File: src/verilog/xbus_settings.svh
// ====================
// xbus sizing and timing macros
// address map limits, RAM size,
// RAM ack delay, bus timeout
// ====================
`ifndef XBUS_SETTINGS_SVH
`define XBUS_SETTINGS_SVH

// bus address width in words
`define XBUS_ADDR_BITS 22

// backed RAM, cut down for simulation
`define XBUS_DRAM_BITS 10
`define XBUS_DRAM_SIZE 1024

// RAM decodes everything below this
`define XBUS_DRAM_LIMIT (22'o11000000)

// base of the 8-word I/O register block
`define XBUS_IO_BASE (22'o17772000)

// RAM ack chain depth, ack comes from stage 1
`define XBUS_ACK_DELAY 7

// cycles before an undecoded request is failed
`define XBUS_TIMEOUT 16

`endif

File: src/verilog/xbus_pkg.sv
// ====================
// xbus request and response structs
// ====================
`include "xbus_settings.svh"

package xbus_pkg;

   // master side of the bus
   // addr, data and write are held stable while req is high
   typedef struct packed {
      logic [`XBUS_ADDR_BITS-1:0] addr;
      logic [31:0]                data;
      logic                       write;
      logic                       req;
   } xbus_req_t;

   // slave side of the bus
   // decode is address based, ack is a single cycle pulse
   // read data is valid while ack is high
   typedef struct packed {
      logic [31:0] data;
      logic        ack;
      logic        decode;
   } xbus_rsp_t;

endpackage

File: src/verilog/xbus_map_pkg.sv
// ====================
// xbus address map types
// slave select, I/O register offsets,
// response combiner states
// ====================

package xbus_map_pkg;

   // which slave claims the current address
   typedef enum logic [1:0] {
      SEL_NONE = 2'd0,
      SEL_RAM  = 2'd1,
      SEL_IO   = 2'd2
   } slave_sel_e;

   // word offsets inside the I/O block
   // offsets 6 and 7 read zero and drop writes
   typedef enum logic [2:0] {
      IO_SCRATCH0    = 3'd0,
      IO_SCRATCH1    = 3'd1,
      IO_SCRATCH2    = 3'd2,
      IO_SCRATCH3    = 3'd3,
      IO_WRITE_COUNT = 3'd4,
      IO_ID          = 3'd5,
      IO_RSVD6       = 3'd6,
      IO_RSVD7       = 3'd7
   } io_reg_e;

   // timeout machine for undecoded accesses
   typedef enum logic [1:0] {
      RS_IDLE  = 2'd0,
      RS_WAIT  = 2'd1,
      RS_ERROR = 2'd2
   } resp_state_e;

endpackage

File: src/verilog/xbus_io_regs.sv
// ====================
// xbus I/O register slave
// four scratch words, write counter, id word
// ====================
`timescale 1ns/1ps
`include "xbus_settings.svh"

module xbus_io_regs
   import xbus_pkg::*;
   import xbus_map_pkg::*;
(
   input  logic      clk,
   input  logic      reset,
   input  xbus_req_t bus_req,
   output xbus_rsp_t bus_rsp
);

   localparam logic [`XBUS_ADDR_BITS-1:0] io_base = `XBUS_IO_BASE;
   localparam logic [31:0]                io_id   = 32'hc0de_0001;

   logic [31:0] scratch [4];
   logic [31:0] write_count;
   logic [31:0] read_data;
   logic        decode;
   logic        accept;
   logic        ack_q;
   io_reg_e     reg_sel;

   // eight words, so the low three bits pick the register
   assign decode  = bus_req.addr[`XBUS_ADDR_BITS-1:3] == io_base[`XBUS_ADDR_BITS-1:3];
   assign reg_sel = io_reg_e'(bus_req.addr[2:0]);

   // no accept in the ack cycle while the master still holds req
   assign accept = bus_req.req && decode && !ack_q;

   always_ff @(posedge clk)
   begin
      if (reset)
      begin
         ack_q       <= 1'b0;
         write_count <= '0;
         for (int i = 0; i < 4; i++)
         begin
            scratch[i] <= '0;
         end
      end
      else
      begin
         ack_q <= accept;
         if (accept && bus_req.write)
         begin
            // every write counts, even to read-only offsets
            write_count <= write_count + 32'd1;
            case (reg_sel)
               IO_SCRATCH0, IO_SCRATCH1, IO_SCRATCH2, IO_SCRATCH3:
                  scratch[bus_req.addr[1:0]] <= bus_req.data;
               default:
                  ;
            endcase
         end
      end
   end

   always_comb
   begin
      case (reg_sel)
         IO_SCRATCH0, IO_SCRATCH1, IO_SCRATCH2, IO_SCRATCH3:
            read_data = scratch[bus_req.addr[1:0]];
         IO_WRITE_COUNT:
            read_data = write_count;
         IO_ID:
            read_data = io_id;
         default:
            read_data = '0;
      endcase
   end

   assign bus_rsp.data   = read_data;
   assign bus_rsp.ack    = ack_q;
   assign bus_rsp.decode = decode;

   // single cycle ack pulse
   ack_one_cycle: assert property (@(posedge clk) disable iff (reset)
      bus_rsp.ack |=> !bus_rsp.ack);

endmodule

File: config.mk
export PLATFORM = sky130hd
export DESIGN_NAME = xbus_io_regs
export DESIGN_NICKNAME = d
export VERILOG_FILES = /design/src/verilog/xbus_pkg.sv /design/src/verilog/xbus_map_pkg.sv /design/src/verilog/xbus_io_regs.sv
export VERILOG_INCLUDE_DIRS = /design/src /design/src/verilog
export SDC_FILE = /design/constraint.sdc
export NUM_CORES = 1
export LEC_CHECK = 0
export BUFFER_PORTS_ARGS = -buffer_cell sky130_fd_sc_hd__buf_2
export CORE_UTILIZATION = 40
export DETAILED_ROUTE_END_ITERATION = 10
export HOLD_SLACK_MARGIN = 0.02
export PLACE_DENSITY = 0.58
export REMOVE_ABC_BUFFERS = 1
export SLEW_MARGIN = 40
export SYNTH_ARGS = -nofsm -noshare
export SYNTH_HDL_FRONTEND = slang
export SYNTH_SLANG_ARGS = --single-unit
File: constraint.sdc
create_clock -name clk -period 10.9 [get_ports clk]
set_input_delay 1.635 -clock clk [delete_from_list [all_inputs] [get_ports clk]]
set_output_delay 1.635 -clock clk [all_outputs]
set_load 0.005 [all_outputs]
* After elaboration in Yosys (flattened, before gate mapping)
Memories as Yosys holds them, arrays and structs flattened.
Cells that the tools add are included.
** Word-level totals
- Bits in registers :: 33
- RAM bits :: 128
- Input bits :: 58
- Output and inout bits :: 34
- Logic and storage cells :: 27
- Memories kept :: 1
** Memory list
- scratch :: words 4, width 32, read ports 1, clocked after memory_dff 0, wr ports 4, RTL line xbus_io_regs.sv:21 : logic [31:0] scratch [4];
** Operators by class
- Add/sub/neg operators :: 1
- Equal/unequal tests :: 6
- Multiplexer cells :: 10
- Reductions and logical operators :: 7
** Operator list (number)
- $pmux 32 s3 :: 1
- $add 32x1->32 const B :: 1
- $mux 32 :: 1
- $reduce_or 32->1 :: 1
- $eq 19x19->1 const B :: 1
- $mux 1 :: 7
- $eq 3x2->1 const B :: 2
- $eq 3x3->1 const B :: 2
- $reduce_or 4->1 :: 1
- $eq 3x1->1 const B :: 1
- $logic_and 1x1->1 :: 3
- $logic_not 3->1 :: 1
- $mux 2 :: 1
- $logic_not 1->1 :: 1

* Depth between registers and ports, before layout
Gate-level depths: netlist (run 1).
- Word-level depth :: 9
- Gate-level depth with buffers :: 7
- Mapped depth without buffers :: 6

* Worst setup path after synthesis (run 1)
Ideal clock, no wire load.
- Path type :: input to register
- Start :: in bus_req[38] (netlist bit)
- End :: mem scratch[2][0] (enable)
- Setup time :: 0.428 ns
- Arrival :: 4.770 ns
- Data required time :: 10.472 ns
- Path slack :: 5.702 ns
- Cell stages on the path :: 6
- Path buffers :: 1
- Cell sequence :: or4b_4 -> nor4_4 -> nand3_2 -> or3b_1 -> clkbuf_1 -> o21bai_1
** RTL lines
- from (decl) :: RTL line xbus_io_regs.sv:14 : input xbus_req_t bus_req,
- to (decl) :: RTL line xbus_io_regs.sv:21

==> flow_summary.ini, run 1 <==
[status]
outcome = finished clean

[synth]
postSynthAreaPerCell_um2 = 11.42
synth_fa_ha_area_share_pct = 0.1650
synth_compound_gate_area_share_pct = 3.349
yosys.area_share.simple_pct = 19.76
synth_largest_area_cell = edfxtp_1
syn_inst = 664
synth_top_family_by_area = simple AND/OR/NAND/NOR gates
synthDistinctLibCells = 43
synthesis.area_um2 = 7585
synthTopCellsByArea = edfxtp_1, mux4_2, dfxtp_1
synth_ff_type = edfxtp_1
synth_xor_area_share_pct = 2.425
ys_ff_latch = 161
synth-seq-area-share_pct = 59.39
synth_top_area_share_pct = 50.68
synth_warnings = 0
synth_edf_count = 128
synthArstFlopShare_pct = 0
synthMuxAreaShare_pct = 10.97

[sta]
report.final.slew_viol_count = 0
slew_headroom_pct = 47.79
setup-violations-final = 0
finClkSkew_ps = 5.751
fmax_mhz = 200.8
tightestPinTransition_ps = 782.4
fin_tns_setup_ps = 0
post-route-min-period_ps = 4980
rsz0062_at_grt = false
holdWs_ps = 448.3
post-route-period-util_pct = 45.69
final.setup.worst_slack_ps = 5920
finalHoldViolCount = 0

[setup_path]
path_class = in -> out
worst_setup_path_end_kind = output pin
worstPathRequired_ps = 9270
critPathMaxFanout = 5
critPathLaunchType = input port
critPathArrivalTime_ps = 3350

[clocking]
cts.sinks = 161
clk_pin_slew_ps = 60
cts_resized = 0
cts-buffers-inserted = 17
postCtsHoldBufs = 0
cts_tree = yes
cts_buffer_depth = 2
cts_setup_buffers = 0
cts-root-buf = clkbuf_16
insertion_delay_ps = 420
h-tree-depth = 4

[placed_design]
dp.final_hpwl_mm = 12.15
place_area_um2 = 8396
dp_slack_ps = 5830
gp_congestion = 0.8387
port-buffer-count = 91
dp_cells = 952

[cells_and_area]
final_util_pct = 49.49
area_growth_pct = 19.22
fin_cells = 984
stdcell_area_um2 = 9042
nFillCells = 1641
layout_commonest_cell = nor2_1
nets = 801
layout_common_cells = nor2_1, edfxtp_1, buf_2
diodes = 0
final_layout_size_suffix_gt1_share_pct = 24.90

[pwr]
vdd_drop_max_v = 0.00009762
power.total_mw = 1.447
pwr-share-comb_pct = 7.2
powerDensity_nw_per_um2 = 160.0
swShare_pct = 21.27
p_int_mw = 1.139
p_switching_mw = 0.3077
p_leak_nw = 3.121
power_frac_seq_pct = 47.8
clkPwrFrac_pct = 45.0

[floorplanning]
die_y_um = 139.7
top_level_ports = 92
initial_core_util_pct = 41.51
coreArea_um2 = 18270
rows = 49
die-area_um2 = 19520
die_w_um = 139.7

[global_route]
grt_pass1_wl_mm = 29.82
grt_max_degree = 61
grt_usage_pct = 20.34
antenna_found_initial = 0
grt_pass1_vias = 5314
grt_overflow = 0

[route]
via_per_inst = 5.457
num_vias = 5370
drt_iter0_drc = 456
firstDrtPassIters = 5
ant_nets = 0
remaining_drc_errors = 0
post_drt_wl_per_cell_um = 19.16
routed_wl_mm = 18.85

[run]
max-cap-violations = 0

[min_path]
hold_path.class = reg -> reg
-- worst max-delay path: stages --
cell and delay, ps:
buf_2 90, or4b_4 570, nor3_1 610, nand2_1 240
inv_1 90, buf_2 110
-- cell usage after synthesis (all sizes together) (6+ instances only) --
master / instances
nand3: 38
a21oi: 10
nand2: 39
and3: 6
nor2: 170
inv: 26
xnor2: 15
buf: 14
or3: 8
o21ai: 30
nor3: 9
nand4: 16
mux2: 9
edfxtp: 128
clkbuf: 33
dfxtp: 33
mux4: 32
nor4: 11
xor2: 6
-- layout make-up --
class	instances	area, um^2	area share, %
clock buffers	18	429.2	4.746
inverters	26	97.59	1.079
clock inverters	14	214.0	2.366
multi-input cells	430	2836	31.37
repair buffers	106	674.4	7.458
well taps	229	286.5	3.169
flip-flops and latches	161	4504	49.81
-- final timing paths --
check | start | depth (start not counted) | slack (ps) | to
worst max register to register | ack_q | 5 | 7930 | scratch[2][21]
worst min register to register | ack_q | 1 | 450 | ack_q
worst min-delay path | ack_q | 1 | 450 | ack_q
worst max-delay path | bus_req[38] | 6 | 5920 | bus_rsp[0]
-- routing by layer --
layer | track usage (%) | routed length [um] | vias up
li1 | - | - | 2536
met1 | 27.30 | 8607 | 2660
met2 | 33.53 | 9099 | 155
met3 | 3.097 | 862 | 19
met4 | 7.287 | 281 | 0
met5 | 0 | 0 | -
-- state kept, by name, summed over array words and instances, names as in the netlist --
signal / count
write_count: 32
scratch: 128
ack_q: 1
-- power groups by stage --
stage,sequential (mW),combinational [mW],clock [mW]
after floorplan,0.702,0.0488,0
after global placement,0.703,0.0991,0
after detailed placement,0.704,0.106,0
after CTS,0.691,0.106,0.655
after global routing,0.693,0.115,0.680
final,0.691,0.105,0.651
-- cell families after synthesis --
family / after synthesis
and+or+nand+nor: 319
DFF: 161
buffers and inverters: 73
AOI/OAI and AO/OA: 47
muxes: 42
xor gates and xnor gates: 21
adders and majority gates: 1
Note: power is estimated with default switching activity, not from simulation.
==> run 2, diff against run 1 <==
ABC_AREA = 1   (was default)
clock period = 4.8 ns   (was 10.9 ns; I/O delays follow)
==> flow_summary.ini, run 2 <==
[clocking]
cts-buffers-inserted = 17
clk_pin_slew_ps = 60
cts.sinks = 161
cts_tree = yes
cts-root-buf = clkbuf_16
h-tree-depth = 4
cts_resized = 0
insertion_delay_ps = 420
cts_setup_buffers = 0
postCtsHoldBufs = 0
cts_buffer_depth = 2

[synth]
synth_top_area_share_pct = 46.32
synth_warnings = 0
synth_largest_area_cell = edfxtp_1
synthTopCellsByCount = nand2_1, nor2_1, edfxtp_1, nand3_1, inv_1
synthTopCellsByArea = edfxtp_1, nand2_1, nor2_1
synth_compound_gate_area_share_pct = 5.097
synthDistinctLibCells = 32
syn_inst = 965
postSynthAreaPerCell_um2 = 8.599
yosys.area_share.simple_pct = 33.32
synth_top_family_by_area = simple AND/OR/NAND/NOR gates
yosys.cell_count.top_type = nand2_1
synthArstFlopShare_pct = 0
synth_ff_type = edfxtp_1
synthMuxAreaShare_pct = 0
synth-seq-area-share_pct = 54.28
ys_ff_latch = 161
synth_xor_area_share_pct = 0.5277
synth_edf_count = 128
synthesis.area_um2 = 8298
synth_fa_ha_area_share_pct = 0.1508

[sta]
post-route-min-period_ps = 3226
finClkSkew_ps = 7.640
finalHoldViolCount = 0
tightestPinTransition_ps = 726.8
slew_headroom_pct = 51.54
rsz0062_at_grt = false
final.setup.worst_slack_ps = 1574
holdWs_ps = 490.2
setup-violations-final = 0
report.final.slew_viol_count = 0
fmax_mhz = 309.9
post-route-period-util_pct = 67.22

[cells_and_area]
registers.top_by_ff_count = scratch
final_layout_size_suffix_gt1_share_pct = 18.77
seq_area_um2 = 4504
layout_commonest_cell = nand2_1
nets = 1103
stdcell_area_um2 = 9615
layout_common_cells = nand2_1, nor2_1, edfxtp_1
area_growth_pct = 15.88
multi_input_area_um2 = 3289
top_regs = scratch (128), write_count (32), ack_q (1)
nFillCells = 2025
largest_reg_flops = 128
diodes = 0
fin_cells = 1325

[pwr]
vdd_drop_max_v = 0.0002370
p_leak_nw = 3.982
power.total_mw = 3.165
powerDensity_nw_per_um2 = 329.2

[global_route]
grt_usage_pct = 21.62
grt_pass1_wl_mm = 34.95
grt_pass1_vias = 6274
grt_overflow = 0
grt_max_degree = 67
antenna_found_initial = 0

[floorplanning]
die-area_um2 = 21320
die_w_um = 146.0
die_y_um = 146.0
coreArea_um2 = 20300
rows = 52
initial_core_util_pct = 40.88
top_level_ports = 92

[placed_design]
gp_congestion = 0.8530
dp_cells = 1295
dp.final_hpwl_mm = 14.23
port-buffer-count = 91
dp_slack_ps = 1615
place_area_um2 = 9042

[min_path]
hold_path.class = reg -> reg
hold_start = write_count[31]

[setup_path]
reg2reg_from = ack_q
path_cells = buf_2 > clkinv_1 > buf_4 > nand2_1 > inv_1 > nand2_1 > nand3_1 > buf_2
critPathArrivalTime_ps = 2510
slowest_delay_ps = 500
worstPathRequired_ps = 4080
critPathMaxFanout = 15
path_class = in -> out
crit_slowest_cell = nand2_1
worst_setup_path_end_kind = output pin
critPathLaunchType = input port
crit_path_start = bus_req[35]

[route]
routed_wl_mm = 22.43
num_vias = 6697
via_per_inst = 5.054
firstDrtPassIters = 5
post_drt_wl_per_cell_um = 16.93
ant_nets = 0
remaining_drc_errors = 0
drt_iter0_drc = 482

[run]
max-cap-violations = 0

[status]
outcome = finished clean
-- run 2: cell count changes after synthesis, sizes merged, moves of 8 or more --
cell | previous run | this run
nand2 | 39 | 235
or3 | 8 | 0
nand4 | 16 | 32
o21ai | 30 | 45
nand3 | 38 | 106
mux4 | 32 | 0
nor2 | 170 | 209
inv | 26 | 77
a21oi | 10 | 28
xnor2 | 15 | 0
mux2 | 9 | 0
nor4 | 11 | 2
-- run 2: power breakdown --
part	switching (mW)	leakage, nW	internal (mW)
logic	0.171	2.23	0.0750
registers	0.0141	1.48	1.56
clock network	0.540	0.274	0.809
-- run 2: per-layer routing --
layer  part of all wire (%)  vias up  global-route usage (%)
met1                     45     3158                   28.60
met3                    4.4       16                   3.750
met4                    1.4        0                   6.250
met2                     49      178                   36.44
li1                       -     3345                       -
met5                      0        -                       0
-- run 2: final cells by class --
type / count / area share [%]
Inverter: 79 / 3.123
Clock buffer: 19 / 4.502
Sequential cell: 161 / 46.84
Tap cell: 270 / 3.513
Multi-Input combinational cell: 675 / 34.21
Clock inverter: 11 / 1.457
Timing Repair Buffer: 110 / 6.350
-- run 2: path summary, 6_finish.rpt --
kind / end / slack (ps) / depth (start not counted)
setup / recovery: bus_rsp[25] / 1570 / 8
hold / removal: write_count[31] / 490 / 2
hold reg to reg: write_count[31] / 490 / 2
setup reg to reg: scratch[1][3] / 2450 / 9
-- run 2: kinds of logic (layout without fill, tap and decap cells) --
| logic type | Yosys count | in the layout |
|---|---|---|
| and+or+nand+nor | 589 | 589 |
| DFF | 161 | 161 |
| buffers and inverters | 129 | 219 |
| AOI/OAI and AO/OA | 80 | 80 |
| xor gates and xnor gates | 5 | 5 |
| adders and majority gates | 1 | 1 |
-- run 2: critical path: cells and delay by family --
kind,cells,cell delay [ps]
and+or+nand+nor,3,900
buffers and inverters,5,850
-- run 2: through the flow --
stage          util (%)  TNS [ps]
2_1_floorplan         -    -44390
3_3_place_gp      44.45         0
3_5_place_dp      44.55         0
4_1_cts           47.37         0
5_1_grt           47.37         0
6_report          47.37         0
==> run 3, diff against run 2 <==
PLACE_DENSITY = 0.6   (was 0.58)
clock period = 2.7 ns   (was 4.8 ns; I/O delays follow)
==> flow_summary.ini, run 3 (synthesis results as in run 2) <==
[clocking]
cts-buffers-inserted = 17
cts.sinks = 161
clk_pin_slew_ps = 60
cts_resized = 0
cts_buffer_depth = 2
cts-root-buf = clkbuf_16
postCtsHoldBufs = 0
cts_setup_buffers = 0
h-tree-depth = 4
cts_tree = yes
insertion_delay_ps = 420

[global_route]
grt_max_degree = 67
grt_pass1_vias = 6316
antenna_found_initial = 0
grt_usage_pct = 21.76
grt_overflow = 0
grt_pass1_wl_mm = 35.37

[setup_path]
critPathArrivalTime_ps = 1850
reg2reg_from = write_count[1]
worstPathRequired_ps = 2300
path_class = in -> out
crit_path_start = bus_req[34]
worst_setup_path_end_kind = output pin
critPathLaunchType = input port
critPathMaxFanout = 23

[sta]
setup-violations-final = 0
slew_headroom_pct = 56.35
report.final.slew_viol_count = 0
post-route-period-util_pct = 83.59
holdWs_ps = 281.5
rsz0062_at_grt = false
finalHoldViolCount = 0
finClkSkew_ps = 4.944
final.setup.worst_slack_ps = 443.0
post-route-min-period_ps = 2257
tightestPinTransition_ps = 651.2
fmax_mhz = 443.1

[route]
remaining_drc_errors = 0
drt_iter0_drc = 472
ant_nets = 0
via_per_inst = 5.092
post_drt_wl_per_cell_um = 16.81
num_vias = 6798
routed_wl_mm = 22.44
firstDrtPassIters = 5

[cells_and_area]
final_layout_size_suffix_gt1_share_pct = 19.62
diodes = 0
registers.top_by_ff_count = scratch
nFillCells = 2011
largest_reg_flops = 128
final_util_pct = 47.90
layout_common_cells = nand2_1, nor2_1, edfxtp_1
layout_commonest_cell = nand2_1
nets = 1111
area_growth_pct = 17.19
top_regs = scratch (128), write_count (32), ack_q (1)

[floorplanning]
top_level_ports = 92
initial_core_util_pct = 40.88
die_w_um = 146.0
rows = 52
coreArea_um2 = 20300
die-area_um2 = 21320
die_y_um = 146.0

[pwr]
powerDensity_nw_per_um2 = 555.9
vdd_drop_max_v = 0.0004190
power.total_mw = 5.406
p_leak_nw = 4.037

[placed_design]
dp.final_hpwl_mm = 14.51
dp_slack_ps = 446.8
gp_congestion = 0.8951
port-buffer-count = 91

[status]
outcome = finished clean

[min_path]
hold_start = bus_req[18]
hold_path.class = in -> reg

[run]
max-cap-violations = 0
-- run 3: cell count changes in the layout (fill, tap and decap cells not counted) --
cell	before	now
clkinv_4	1	4
inv_1	74	75
clkbuf_1	2	0
inv_2	2	1
clkinv_2	3	7
buf_12	1	9
bufinv_16	3	0
-- run 3: critical path, cell delays in order --
cell and delay [ps]:
buf_2 100, buf_4 310, nand2_1 120, inv_1 90, buf_4 230, nand2_1 70, buf_4 210, o211ai_1 140
buf_2 160
-- run 3: power by group --
part | internal (mW) | total, mW | switching, mW
sequential | 2.76 | 2.79 | 0.0259
combinational | 0.155 | 0.464 | 0.309
clock | 1.16 | 2.15 | 0.988
-- run 3: path summary, 6_finish.rpt --
check	endpoint	slack, ps	cells after the start
hold reg to reg	write_count[31]	490	2
hold / removal	scratch[3][16]	280	3
setup / recovery	bus_rsp[2]	440	9
setup reg to reg	write_count[22]	810	10
-- run 3: layer usage --
metal / vias up / part of all wire (%) / GRT usage, %
met5: - / 0 / 0
met2: 198 / 47 / 35.67
met1: 3202 / 46 / 29.91
li1: 3373 / - / -
met3: 25 / 4.9 / 3.000
met4: 0 / 1.7 / 6.823
-- run 3: cell type report --
cell class | instances | area, um^2 | area share (%)
tap | 270 | 337.8 | 3.474
clock buffer | 17 | 425.4 | 4.375
timing repair buffer | 118 | 770.7 | 7.926
sequential | 161 | 4504 | 46.32
multi-input combinational | 675 | 3289 | 33.83
clock inverter | 15 | 96.34 | 0.9907
inverter | 79 | 300.3 | 3.088
-- run 3: metrics by stage --
stage | area (um^2) | cells | TNS [ps]
after floorplan | 8049 | 915 | -283260
after global placement | 9203 | 1303 | 0
after detailed placement | 9203 | 1303 | 0
after CTS | 9724 | 1335 | 0
after global routing | 9724 | 1335 | 0
final | 9724 | 1335 | 0
