## src/verilog/xbus_settings.svh

```systemverilog
// ====================
// xbus sizing and timing macros
// address map limits, RAM size,
// RAM ack delay, bus timeout
// ====================
`ifndef XBUS_SETTINGS_SVH
`define XBUS_SETTINGS_SVH

// bus address width in words
`define XBUS_ADDR_BITS 22

// backed RAM, cut down for simulation
`define XBUS_DRAM_BITS 10
`define XBUS_DRAM_SIZE 1024

// RAM decodes everything below this
`define XBUS_DRAM_LIMIT (22'o11000000)

// base of the 8-word I/O register block
`define XBUS_IO_BASE (22'o17772000)

// RAM ack chain depth, ack comes from stage 1
`define XBUS_ACK_DELAY 7

// cycles before an undecoded request is failed
`define XBUS_TIMEOUT 16

`endif

```

## src/verilog/xbus_pkg.sv

```systemverilog
// ====================
// xbus request and response structs
// ====================
`include "xbus_settings.svh"

package xbus_pkg;

   // master side of the bus
   // addr, data and write are held stable while req is high
   typedef struct packed {
      logic [`XBUS_ADDR_BITS-1:0] addr;
      logic [31:0]                data;
      logic                       write;
      logic                       req;
   } xbus_req_t;

   // slave side of the bus
   // decode is address based, ack is a single cycle pulse
   // read data is valid while ack is high
   typedef struct packed {
      logic [31:0] data;
      logic        ack;
      logic        decode;
   } xbus_rsp_t;

endpackage

```

## src/verilog/xbus_map_pkg.sv

```systemverilog
// ====================
// xbus address map types
// slave select, I/O register offsets,
// response combiner states
// ====================

package xbus_map_pkg;

   // which slave claims the current address
   typedef enum logic [1:0] {
      SEL_NONE = 2'd0,
      SEL_RAM  = 2'd1,
      SEL_IO   = 2'd2
   } slave_sel_e;

   // word offsets inside the I/O block
   // offsets 6 and 7 read zero and drop writes
   typedef enum logic [2:0] {
      IO_SCRATCH0    = 3'd0,
      IO_SCRATCH1    = 3'd1,
      IO_SCRATCH2    = 3'd2,
      IO_SCRATCH3    = 3'd3,
      IO_WRITE_COUNT = 3'd4,
      IO_ID          = 3'd5,
      IO_RSVD6       = 3'd6,
      IO_RSVD7       = 3'd7
   } io_reg_e;

   // timeout machine for undecoded accesses
   typedef enum logic [1:0] {
      RS_IDLE  = 2'd0,
      RS_WAIT  = 2'd1,
      RS_ERROR = 2'd2
   } resp_state_e;

endpackage

```

## src/verilog/xbus_response_mux.sv

```systemverilog
// ====================
// xbus response combiner
// slave select, ack and data steering,
// timeout to bus error for undecoded requests
// ====================
`timescale 1ns/1ps
`include "xbus_settings.svh"

module xbus_response_mux
   import xbus_pkg::*;
   import xbus_map_pkg::*;
(
   input  logic        clk,
   input  logic        reset,
   input  xbus_req_t   bus_req,
   input  xbus_rsp_t   ram_rsp,
   input  xbus_rsp_t   io_rsp,
   output logic [31:0] dataout,
   output logic        ack,
   output logic        bus_error
);

   localparam int timeout_w = $clog2(`XBUS_TIMEOUT);
   localparam logic [timeout_w-1:0] timeout_last = timeout_w'(`XBUS_TIMEOUT - 1);

   slave_sel_e           sel;
   resp_state_e          state;
   logic [timeout_w-1:0] timeout_count;

   always_comb
   begin
      case ({io_rsp.decode, ram_rsp.decode})
         2'b01:   sel = SEL_RAM;
         2'b10:   sel = SEL_IO;
         default: sel = SEL_NONE;
      endcase
   end

   // waits out the timeout, then one error cycle
   always_ff @(posedge clk)
   begin
      if (reset)
      begin
         state         <= RS_IDLE;
         timeout_count <= '0;
      end
      else
      begin
         case (state)
            RS_IDLE:
               if (bus_req.req && sel == SEL_NONE)
               begin
                  state         <= RS_WAIT;
                  timeout_count <= '0;
               end
            RS_WAIT:
               if (!bus_req.req || sel != SEL_NONE)
                  state <= RS_IDLE;
               else if (timeout_count == timeout_last)
                  state <= RS_ERROR;
               else
                  timeout_count <= timeout_count + 1'b1;
            RS_ERROR:
               state <= RS_IDLE;
            default:
               state <= RS_IDLE;
         endcase
      end
   end

   always_comb
   begin
      case (sel)
         SEL_RAM: dataout = ram_rsp.data;
         SEL_IO:  dataout = io_rsp.data;
         default: dataout = '1;
      endcase
   end

   assign bus_error = state == RS_ERROR;
   assign ack       = (sel == SEL_RAM && ram_rsp.ack) ||
                      (sel == SEL_IO && io_rsp.ack) || bus_error;

   // address map must not overlap
   decode_exclusive: assert property (@(posedge clk) disable iff (reset)
      !(ram_rsp.decode && io_rsp.decode));

endmodule

```

## config.mk

```make
export PLATFORM = sky130hd
export DESIGN_NAME = xbus_response_mux
export DESIGN_NICKNAME = d
export VERILOG_FILES = /design/src/verilog/xbus_pkg.sv /design/src/verilog/xbus_map_pkg.sv /design/src/verilog/xbus_response_mux.sv
export VERILOG_INCLUDE_DIRS = /design/src /design/src/verilog
export SDC_FILE = /design/constraint.sdc
export NUM_CORES = 1
export LEC_CHECK = 0
export ABC_AREA = 1
export BUFFER_PORTS_ARGS = -buffer_cell sky130_fd_sc_hd__buf_2
export CORE_MARGIN = 4
export CORE_UTILIZATION = 26
export DETAILED_ROUTE_END_ITERATION = 6
export PLACE_DENSITY = 0.92
export SETUP_SLACK_MARGIN = 0.05
export SYNTH_ARGS = -nofsm -noshare
export SYNTH_HDL_FRONTEND = slang
export SYNTH_SLANG_ARGS = --single-unit
export TNS_END_PERCENT = 50
```

## constraint.sdc

```tcl
create_clock -name clk -period 1.4 [get_ports clk]
set_input_delay 0.21 -clock clk [delete_from_list [all_inputs] [get_ports clk]]
set_output_delay 0.21 -clock clk [all_outputs]
set_load 0.05 [all_outputs]
```

; Word-level counts from Yosys, hierarchy flattened
; Cells that the tools add are included.
; W data, S select, Z words.
[word_totals]
reg_bits = 6
output_inout_bits = 34
wordCells = 37
[classes]
addsub = 1
reduce_logical = 13
eq_ne = 11
muxes = 10
[op_table]
columns = cell, count
row1 = $pmux W32 S2, 1
row2 = $mux W4, 3
row3 = $pmux W2 S2, 2
row4 = $pmux W4 S2, 1
row5 = $eq A2 B1 Y1 const B, 3
row6 = $eq A2 B2 Y1 const B, 3
row7 = $mux W2, 3
row8 = $ne A2 B2 Y1 const B, 3
row9 = $add A4 B1 Y4 const B, 1
row10 = $eq A4 B4 Y1 const B, 1
row11 = $logic_not A2 Y1, 2
row12 = $reduce_and A4 Y1, 1
row13 = $reduce_bool A2 Y1, 2
row14 = $logic_and A1 B1 Y1, 3
row15 = $logic_or A1 B1 Y1, 3
row16 = $ne A3 B3 Y1 const B, 1
row17 = $reduce_and A2 Y1, 1
row18 = $logic_not A1 Y1, 1

; Logic depth before layout (Yosys ltp)
; Gate-level depths: netlist of run 1.
[depth]
ltp_word = 6
ltp_mapped = 8
mapped_depth_nobuf = 8

; Least setup slack after synthesis of run 1
; No wires, ideal clock.
[synth_timing]
kind = register to output
start = register state[1]
end = output port ack
t_required_ns = 1.190
stages_incl_launch_ff = 5
t_arrival_ns = 1.547
setup_slack_ns = -0.357
path_buffers = 0
path_cell_list = dfxtp_1 > inv_2 > nor2_1 > a21oi_1 > nand2_1
[synth_between]
elab_chain_len = 2
[synth_rtl]
columns = item, line_no
row1 = start: declaration, xbus_response_mux.sv:27  ; resp_state_e state;
row2 = start signal: assignment, xbus_response_mux.sv:44  ; state <= RS_IDLE;
row3 = start signal: assignment, xbus_response_mux.sv:53  ; state <= RS_WAIT;
row4 = start signal: assignment, xbus_response_mux.sv:58  ; state <= RS_IDLE;
row5 = $eq A2 B2 Y1, xbus_response_mux.sv:80  ; assign bus_error = state == RS_ERROR;
row6 = net bus_error, xbus_response_mux.sv:20  ; output logic bus_error
row7 = $logic_or A1 B1 Y1, xbus_response_mux.sv:82  ; (sel == SEL_IO && io_rsp.ack) || bus_error;
row8 = end: declaration, xbus_response_mux.sv:19  ; output logic ack,
; The timed path passes the listed nets, and every way through them passes these cells.

; Worst setup path in the final report of run 1
[layout_timing]
start = input port io_rsp[0] in the netlist's numbering
end = output port dataout[25]
[layout_between]
elab_chain_len = 4
elab_cells_between_ends = 6
classes_between = eq/ne: 4 / mux: 2
[layout_rtl]
columns = item, line_no
row1 = start: declaration, xbus_response_mux.sv:17  ; input xbus_rsp_t io_rsp,
row2 = $eq A2 B2 Y1 or $eq A2 B1 Y1 (tied branches), xbus_response_mux.sv:32  ; case ({io_rsp.decode, ram_rsp.decode})
row3 = $pmux W2 S2 *, xbus_response_mux.sv:32
row4 = $eq A2 B2 Y1 or $eq A2 B1 Y1 (tied branches), xbus_response_mux.sv:73  ; case (sel)
row5 = $pmux W32 S2 *, xbus_response_mux.sv:73
row6 = end: declaration, xbus_response_mux.sv:18  ; output logic [31:0] dataout,
; Every way passes the cells marked *; elsewhere a longest branch is shown, timed or not.

==> out/results.txt, run 1 <==
After synthesis, the cell types taking the most area are sky130_fd_sc_hd__nand2_1, sky130_fd_sc_hd__nand3_1, sky130_fd_sc_hd__dfxtp_1. For the pin with the worst max-slew slack, the measured transition is 0.247 ns. Clock root buffer: sky130_fd_sc_hd__clkbuf_4.

Summing every instance area after synthesis gives 841 sq um. The fraction of layout instances using a drive strength above 1 was 69.0%. The largest area contributor in the netlist was sky130_fd_sc_hd__nand2_1. The routability congestion estimate from global placement was 0.768. The count of nets left with antenna violations once routing finished came out at 0.

The worst reg2reg path depth is 7, and the largest buffer count on any clock path is 2. Summing all multi-input logic gate instances after layout gives 1040 sq um. Of all nets on the critical path, the largest fanout is 6. The critical path goes through buf_6, ha_4, inv_8, buf_8, buf_16, nand3_4, buf_8.

During synthesis, Yosys emitted a total of 0 warnings. For this design the top-level I/O count stands at 160. Summing the sequential cell areas from Yosys gives 14.3% of the chip area.

Critical path's top delay family: buffers and inverters. In this run the power density over the cells is 710 nW/um^2. Clock-pin slew was measured on the worst setup and hold paths at 0.04 ns. Using the TritonRoute via totals, the vias-per-cell ratio works out to 4.89. The worst slew margin relative to its limit was 83.6%; the final critical delay including setup and external delays was 1.37 ns. For this run, the total global-route usage over all layers was measured as 23.0%.

Critical path startpoint category: an input port. The area of placed instances is 1440 sq um, and the initial core utilization is 27.3%. After detailed routing, the average wire length per cell comes to 16.3 microns. The cell that appears most often on the critical path is sky130_fd_sc_hd__buf_8. The total of flip-flops plus latches after synthesis came out at 6. The tools report the via count of the first global-routing pass as 1,596. The worst hold path begins at reset.

The gate count of the mapped netlist is 162. Among all stages on the critical path, the largest delay is contributed by sky130_fd_sc_hd__ha_4. For hold timing, the worst endpoint is timeout_count[3]. The fraction of the cycle the final worst path needs came out at 97.5%.

The hold violation total from the final report was 0. The source of the worst register-to-register timing path was timeout_count[0]. The floorplan step defined a core boundary enclosing 3080 sq um.

The area growth from synthesis to layout is 181%. A synthesized cell averages 5.19 sq um. Number of search-and-repair iterations in the first detailed-routing pass: 4. The sequential cells in the finished layout cover a total of 120 sq um. The fill cell instance count of the final layout came out at 211. After routing the design area is 2360 sq um. The type of destination of the critical path was a primary output. The category of the most critical setup path was in -> out.

The analysis attributes to cell leakage a power of 0.00117 uW. The share of synthesized area in the top cell type comes to 33.9%. The full die area was 4210 sq um; the vertical die dimension was 64.9 microns. The number of setup violations in the final report was 0. The run gives 5170 microns as the aggregate routed wire length. The flow ran to the end, and the final reports show no timing, DRC or antenna violations. The worst hold path passes through 2 cells. For this design, the sink count on the clock tree is 6. The tools report the worst endpoint data arrival time as 1.16 ns. The horizontal die dimension was 64.9 microns; the setup slack of the most critical reg-to-reg path was 0.22 ns.

The endpoint of the lowest-slack register-to-register path was timeout_count[2]. Synthesis instantiated 16 different standard cells from the library. Across the run, the number of max-cap violations was 0.

Summed over all nets, the half-perimeter wirelength after detailed placement is 2760 microns. The final core area utilization was 76.8%; the synthesized netlist net count was 291. The run gives 18 as the largest net degree at the start of global routing. Setup repair after global routing could not meet its margin everywhere. The tools report the maximum clock skew at final layout as 0.00516 ns.

The number of H-tree branching levels is 1. The critical path's largest stage delay is 0.29 ns, and the total number of nets in the final design is 405. The number of antenna violations at the first check in global routing came out at 0. The timing startpoint of the critical path is io_rsp[0].

The run gives 0 as the remaining global-route overflow. The repair_antennas step left the layout with diodes totalling 0. The clock network latency to the later pin of the worst-skew pair is 0.24 ns.

The number of DRC violations after detailed routing is 0, and the number of pins with negative max-slew slack in the final report is 0. The number of buffers inserted during clock tree synthesis is 3, and the maximum operating frequency is 0.732 GHz. In this run the tool buffered the top-level ports with 104 buffer cells. The min-delay analysis places its worst path in the category in -> reg.

Summing over every cut layer, the via total after detailed routing is 1,554. The first global-routing pass estimated 7580 microns of wire. Together, buffers and inverters on the worst path number 5. After floorplanning, the core was divided into 20 placement rows. The tools report the peak supply drop as 0.000538 V.

The post-cts hold buffer count is 0. The DRC violation total after the first TritonRoute iteration is 73, and the required time of the critical path is 1.19 ns. TritonCTS built the clock tree.
[power by group]
group / leakage [uW] / switching [uW] / internal, uW
sequential: 0.0000485 / 2.84 / 174
clock: 0.0000138 / 55.1 / 96.5
combinational: 0.00111 / 770 / 580
total: 0.00117 / 828 / 851
[worst register-to-register path: cells and delay by family (launching register included)]
kind | cells | cell delay (ns)
buffers and inverters | 1 | 0.07
AOI/OAI and AO/OA | 1 | 0.12
DFF | 1 | 0.34
adders and majority gates | 1 | 0.24
and+or+nand+nor | 4 | 0.30
[state kept, by name (all words and copies together) (netlist names)]
signal,cells
state,2
timeout_count,4
[cells in the mapped netlist (all sizes together)]
library cell / count
clkinv: 1
nand2: 81
a21o: 1
ha: 3
inv: 10
a21oi: 4
buf: 11
dfxtp: 6
nand3: 37
nand4: 1
nor2: 7
[per-layer routing]
metal,part of all wire (%),GRT usage [%],wire length [microns]
met5,0,0,0
met4,4.2,4.49,216
met3,7.5,3.81,386
met2,55,46.1,2850
met1,33,24.8,1720
[through the flow]
stage          cells  worst slack (ns)  TNS, ns  hold WS [ns]  power (uW)
2_1_floorplan    162           -0.0461    -1.38         0.272         736
3_3_place_gp     307           -0.0761    -1.09         0.399         976
3_5_place_dp     307            -0.117    -1.47         0.402         984
4_1_cts          319            0.0518        0         0.155        1580
5_1_grt          318           0.00716        0         0.162        1750
6_report         318            0.0348        0         0.164        1680
[worst max-delay path by stage]
stage	endpoint	cells past startpoint	slack, ns
2_1_floorplan	dataout[0]	5	-0.05
3_3_place_gp	dataout[14]	7	-0.08
3_5_place_dp	dataout[14]	7	-0.12
4_1_cts	dataout[29]	8	0.05
5_1_grt	dataout[25]	8	0.007
6_report	dataout[25]	7	0.03
[final cells by class]
cell class	instances	area share, %
Clock buffer	3	0.952
Sequential cell	6	5.08
Inverter	11	2.22
Timing Repair Buffer	120	45.6
Tap cell	44	2.33
Multi-Input combinational cell	134	43.8
[what timing repair did]
item                       in CTS  in global routing
setup endpoints to repair      33                 32
pin swaps                      22                  1
gates resized for setup       154                 39
cloned                          6                  0
buffers inserted                3                  0
hold endpoints to repair        0                  0
[cell families (layout without fill, tap and decap cells)]
family	Yosys count	in the layout	share of synthesized area (%)
DFF	6	6	14.3
buffers and inverters	22	134	11.6
and+or+nand+nor	126	126	65.9
adders and majority gates	3	3	4.46
AOI/OAI and AO/OA	5	5	3.72
[placed cells by master, fill, tap and decap left out]
cell type,synthesis,layout
sky130_fd_sc_hd__nand3_4,0,24
sky130_fd_sc_hd__nand3_1,37,5
sky130_fd_sc_hd__inv_2,4,4
sky130_fd_sc_hd__buf_2,11,69
sky130_fd_sc_hd__buf_16,0,4
sky130_fd_sc_hd__a21oi_1,3,3
sky130_fd_sc_hd__nor2_1,5,4
sky130_fd_sc_hd__nor2_4,2,3
sky130_fd_sc_hd__dfxtp_1,6,6
sky130_fd_sc_hd__clkbuf_4,0,3
sky130_fd_sc_hd__buf_4,0,6
sky130_fd_sc_hd__a21o_1,1,1
sky130_fd_sc_hd__nand4_1,1,1
sky130_fd_sc_hd__inv_4,0,1
sky130_fd_sc_hd__ha_4,0,2
sky130_fd_sc_hd__clkinv_2,1,1
sky130_fd_sc_hd__nand3_2,0,8
sky130_fd_sc_hd__nand2_1,76,60
sky130_fd_sc_hd__nand2_4,1,1
sky130_fd_sc_hd__buf_6,0,10
sky130_fd_sc_hd__a21oi_2,1,1
sky130_fd_sc_hd__buf_8,0,31
sky130_fd_sc_hd__nand2_2,4,20
sky130_fd_sc_hd__inv_8,0,1
sky130_fd_sc_hd__ha_1,3,1
sky130_fd_sc_hd__inv_1,6,4
Note: power is estimated with default switching activity, not from simulation.
==> run 2, diff against run 1 <==
MAX_ROUTING_LAYER = met4   (was unset)
==> run 2 against run 1 <==
Routed wire length grew 1.5%; utilization grew 0.24 points; sequential power is essentially flat; non-clock buffer count is the same; worst setup slack gained 0.0024 ns; sequential cell count is the same; maximum frequency grew 0.17%; register-to-register slack is essentially flat; critical path type unchanged.
==> out/results.txt, run 2 (synthesis gave the netlist of run 1 again) <==
After floorplanning, the core was sized to cover 3080 sq um. The critical path's largest stage delay came out at 0.29 ns. The worst hold path terminates at timeout_count[3]. The worst hold path passes through 2 cells. The global routing usage summed across all routing layers came out at 23.8%. The hold violation total from the final report is 0, and the aggregate routed wire length is 5250 microns. The number of cells on the critical path came out at 7.

The critical path goes through buf_6, ha_4, inv_8, buf_8, buf_16, nand3_4, buf_8. Entering global routing, the biggest net connects 18 pins. The count of buffers from port buffering works out to 104. The final critical delay including setup and external delays was 1.36 ns. Counting stages on the worst path, the most repeated cell is sky130_fd_sc_hd__buf_8. The clock passes through at most 2 buffers.

The initialized floorplan defines 20 standard-cell rows. STA classifies the critical path startpoint as an input port. Net switching power: 831 uW. Power spread over the standard cell area amounts to 710 nW/um^2. The proportion of total power due to net switching was 49.4%; the number of pins with negative max-slew slack in the final report was 0. The number of clock buffers added by TritonCTS is 3.

STA puts the critical path data arrival time at 1.15 ns. For the number of H-tree branching levels, the log shows 1. The number of routed nets with antenna violations was 0; the full die area was 4210 sq um. Worst reg2reg path depth: 7. In the final layout, the registers with the most flip-flops are timeout_count (4), state (2). Design internal power: 853 uW.

The power share of the combinational group was 80.5%; the first-pass GRT wire length was 7630 microns. The final non-filler cell area is 2370 sq um, and the largest driver fanout on the critical path is 6. Pin placement for this block handled 160 I/O pins.

The antenna cell count is 0. After the flow finishes, the layout carries non-filler instances totaling 318. Measured along the y axis, the die boundary spans 64.9 microns. The number of hold buffers added after CTS was 0. On the final layout, the worst hold slack is 0.161 ns. In the finished design, the share of the clock period the worst path needs comes to 97.3%.

The layout has 208 filler cells. Derived from the worst setup path, the maximum achievable clock frequency is 0.734 GHz. For the worst slew margin relative to its limit, the log shows 83.6%.

The logs give 0 for the number of antenna violations at the first check in global routing and 6 for the CTS sink count. The root buffer cell chosen for the clock tree is sky130_fd_sc_hd__clkbuf_4. Among all stages on the critical path, the largest delay is contributed by sky130_fd_sc_hd__ha_4. Detailed routing inserted a total of 1,560 vias. In the final routed layout, each cell accounts on average for 16.5 microns. The logs give 405 for the total number of nets in the final design and 0.24 ns for the clock network latency to the later pin of the worst-skew pair. After legalization and detailed placement, the total HPWL measured 2760 microns.

The critical path is of the in -> out type. The DRC violation total after the first TritonRoute iteration was 95; the portion of total power attributed to the clock network was 9.0%. The run gives 10.5% as the relative contribution of sequential cells to total power. Leading cell type in the layout, fill and taps excluded: sky130_fd_sc_hd__buf_2.

In this run the cell area measured after placement is 1440 sq um. The register with the most flip-flops in the final layout is timeout_count. The routability congestion estimate from global placement is 0.778, and the clock transition at the registers of the reported paths is 0.04 ns. On the critical path the largest part of the delay comes from buffers and inverters. Compared with the post-synthesis result, the final layout area differs by 182%. Across the VDD grid, the largest voltage drop is 0.000538 V.

The maximum clock skew at final layout came out at 0.00588 ns. The path category of the worst min-delay check is in -> reg. Initial core utilization: 27.3%. The register with the most flip-flops in the layout has 4 of them. The per-cell via count in the routed design was 4.91.

The setup slack of the most critical reg-to-reg path is 0.22 ns, and the area used by sequential logic in the layout is 120 sq um. The number of DRC violations after detailed routing was 0. Leaving out fill and tap cells, the most frequent cells in the layout are sky130_fd_sc_hd__buf_2, sky130_fd_sc_hd__nand2_1, sky130_fd_sc_hd__buf_8, sky130_fd_sc_hd__nand3_4, sky130_fd_sc_hd__nand2_2. For the number of maximum-capacitance violations, the log shows 0.

The worst setup path is captured at a primary output. Setup violations remaining at the end of the flow were counted as 0. After detailed placement, the design holds a cell count of 307.

The number of buffers and inverters on the critical path is 5. At the pin with the least slew margin, the transition time is 0.247 ns. The startpoint identified for the worst hold timing path is reset. TritonCTS built the clock tree.

Setup repair after global routing could not meet its margin everywhere. The required time of the critical path is 1.19 ns, and the fraction of layout instances using a drive strength above 1 is 69.0%. The run finished with clean final reports.

The source of the worst register-to-register timing path is timeout_count[0]. The first TritonRoute pass finished after 6 iterations. In this run the critical register-to-register path is captured at timeout_count[2]. In the final layout, the multi-input gates occupy 1040 sq um.

The run gives 1,587 as the via count of the first global-routing pass. The leakage dissipation is 0.00117 uW. In this run the horizontal extent of the chip is 64.9 microns. After global routing the overflow that remains totals 0.
run 2: worst max-delay path by stage:
stage                          start           to  slack (ns)
after floorplan           ram_rsp[0]   dataout[0]       -0.05
after global placement    ram_rsp[0]  dataout[14]       -0.08
after detailed placement  ram_rsp[0]  dataout[14]       -0.12
after CTS                 ram_rsp[0]  dataout[29]        0.05
after global routing      ram_rsp[0]  dataout[25]       0.006
final                      io_rsp[0]  dataout[25]        0.04
run 2: routing by layer:
metal  vias up  GRT usage (%)  part of all wire, %
li1        740              -                    -
met1       715           25.2                   34
met2        87           46.6                   55
met3        18           3.81                  7.4
met4         0           3.43                  4.2
met5         -              -                    0
run 2: what timing repair did:
item / CTS / global route
cloned: 6 / 0
setup endpoints to repair: 33 / 32
pin swaps: 22 / 1
resized for setup: 154 / 40
buffers inserted: 3 / 0
run 2: final cells by class:
class	instances	share of cell area (%)
inverters	11	2.22
well taps	44	2.32
repair buffers	120	45.5
flip-flops and latches	6	5.06
multi-input cells	134	44.0
clock buffers	3	0.949
run 2: per-stage QoR:
stage               worst slack [ns]  TNS, ns  total power (uW)  utilization (%)
global route                 0.00555        0              1760             77.1
finish                        0.0371        0              1680             77.1
floorplan                    -0.0461    -1.38               736                -
CTS                           0.0518        0              1580             72.1
global placement             -0.0761    -1.09               976             46.8
detailed placement            -0.117    -1.47               984             46.8
run 2: power by group through the flow:
stage	Sequential, uW	Combinational, uW	Clock, uW
floorplan	179	557	0
global placement	179	797	0
detailed placement	180	804	0
CTS	177	1250	159
global route	177	1410	171
finish	177	1360	152
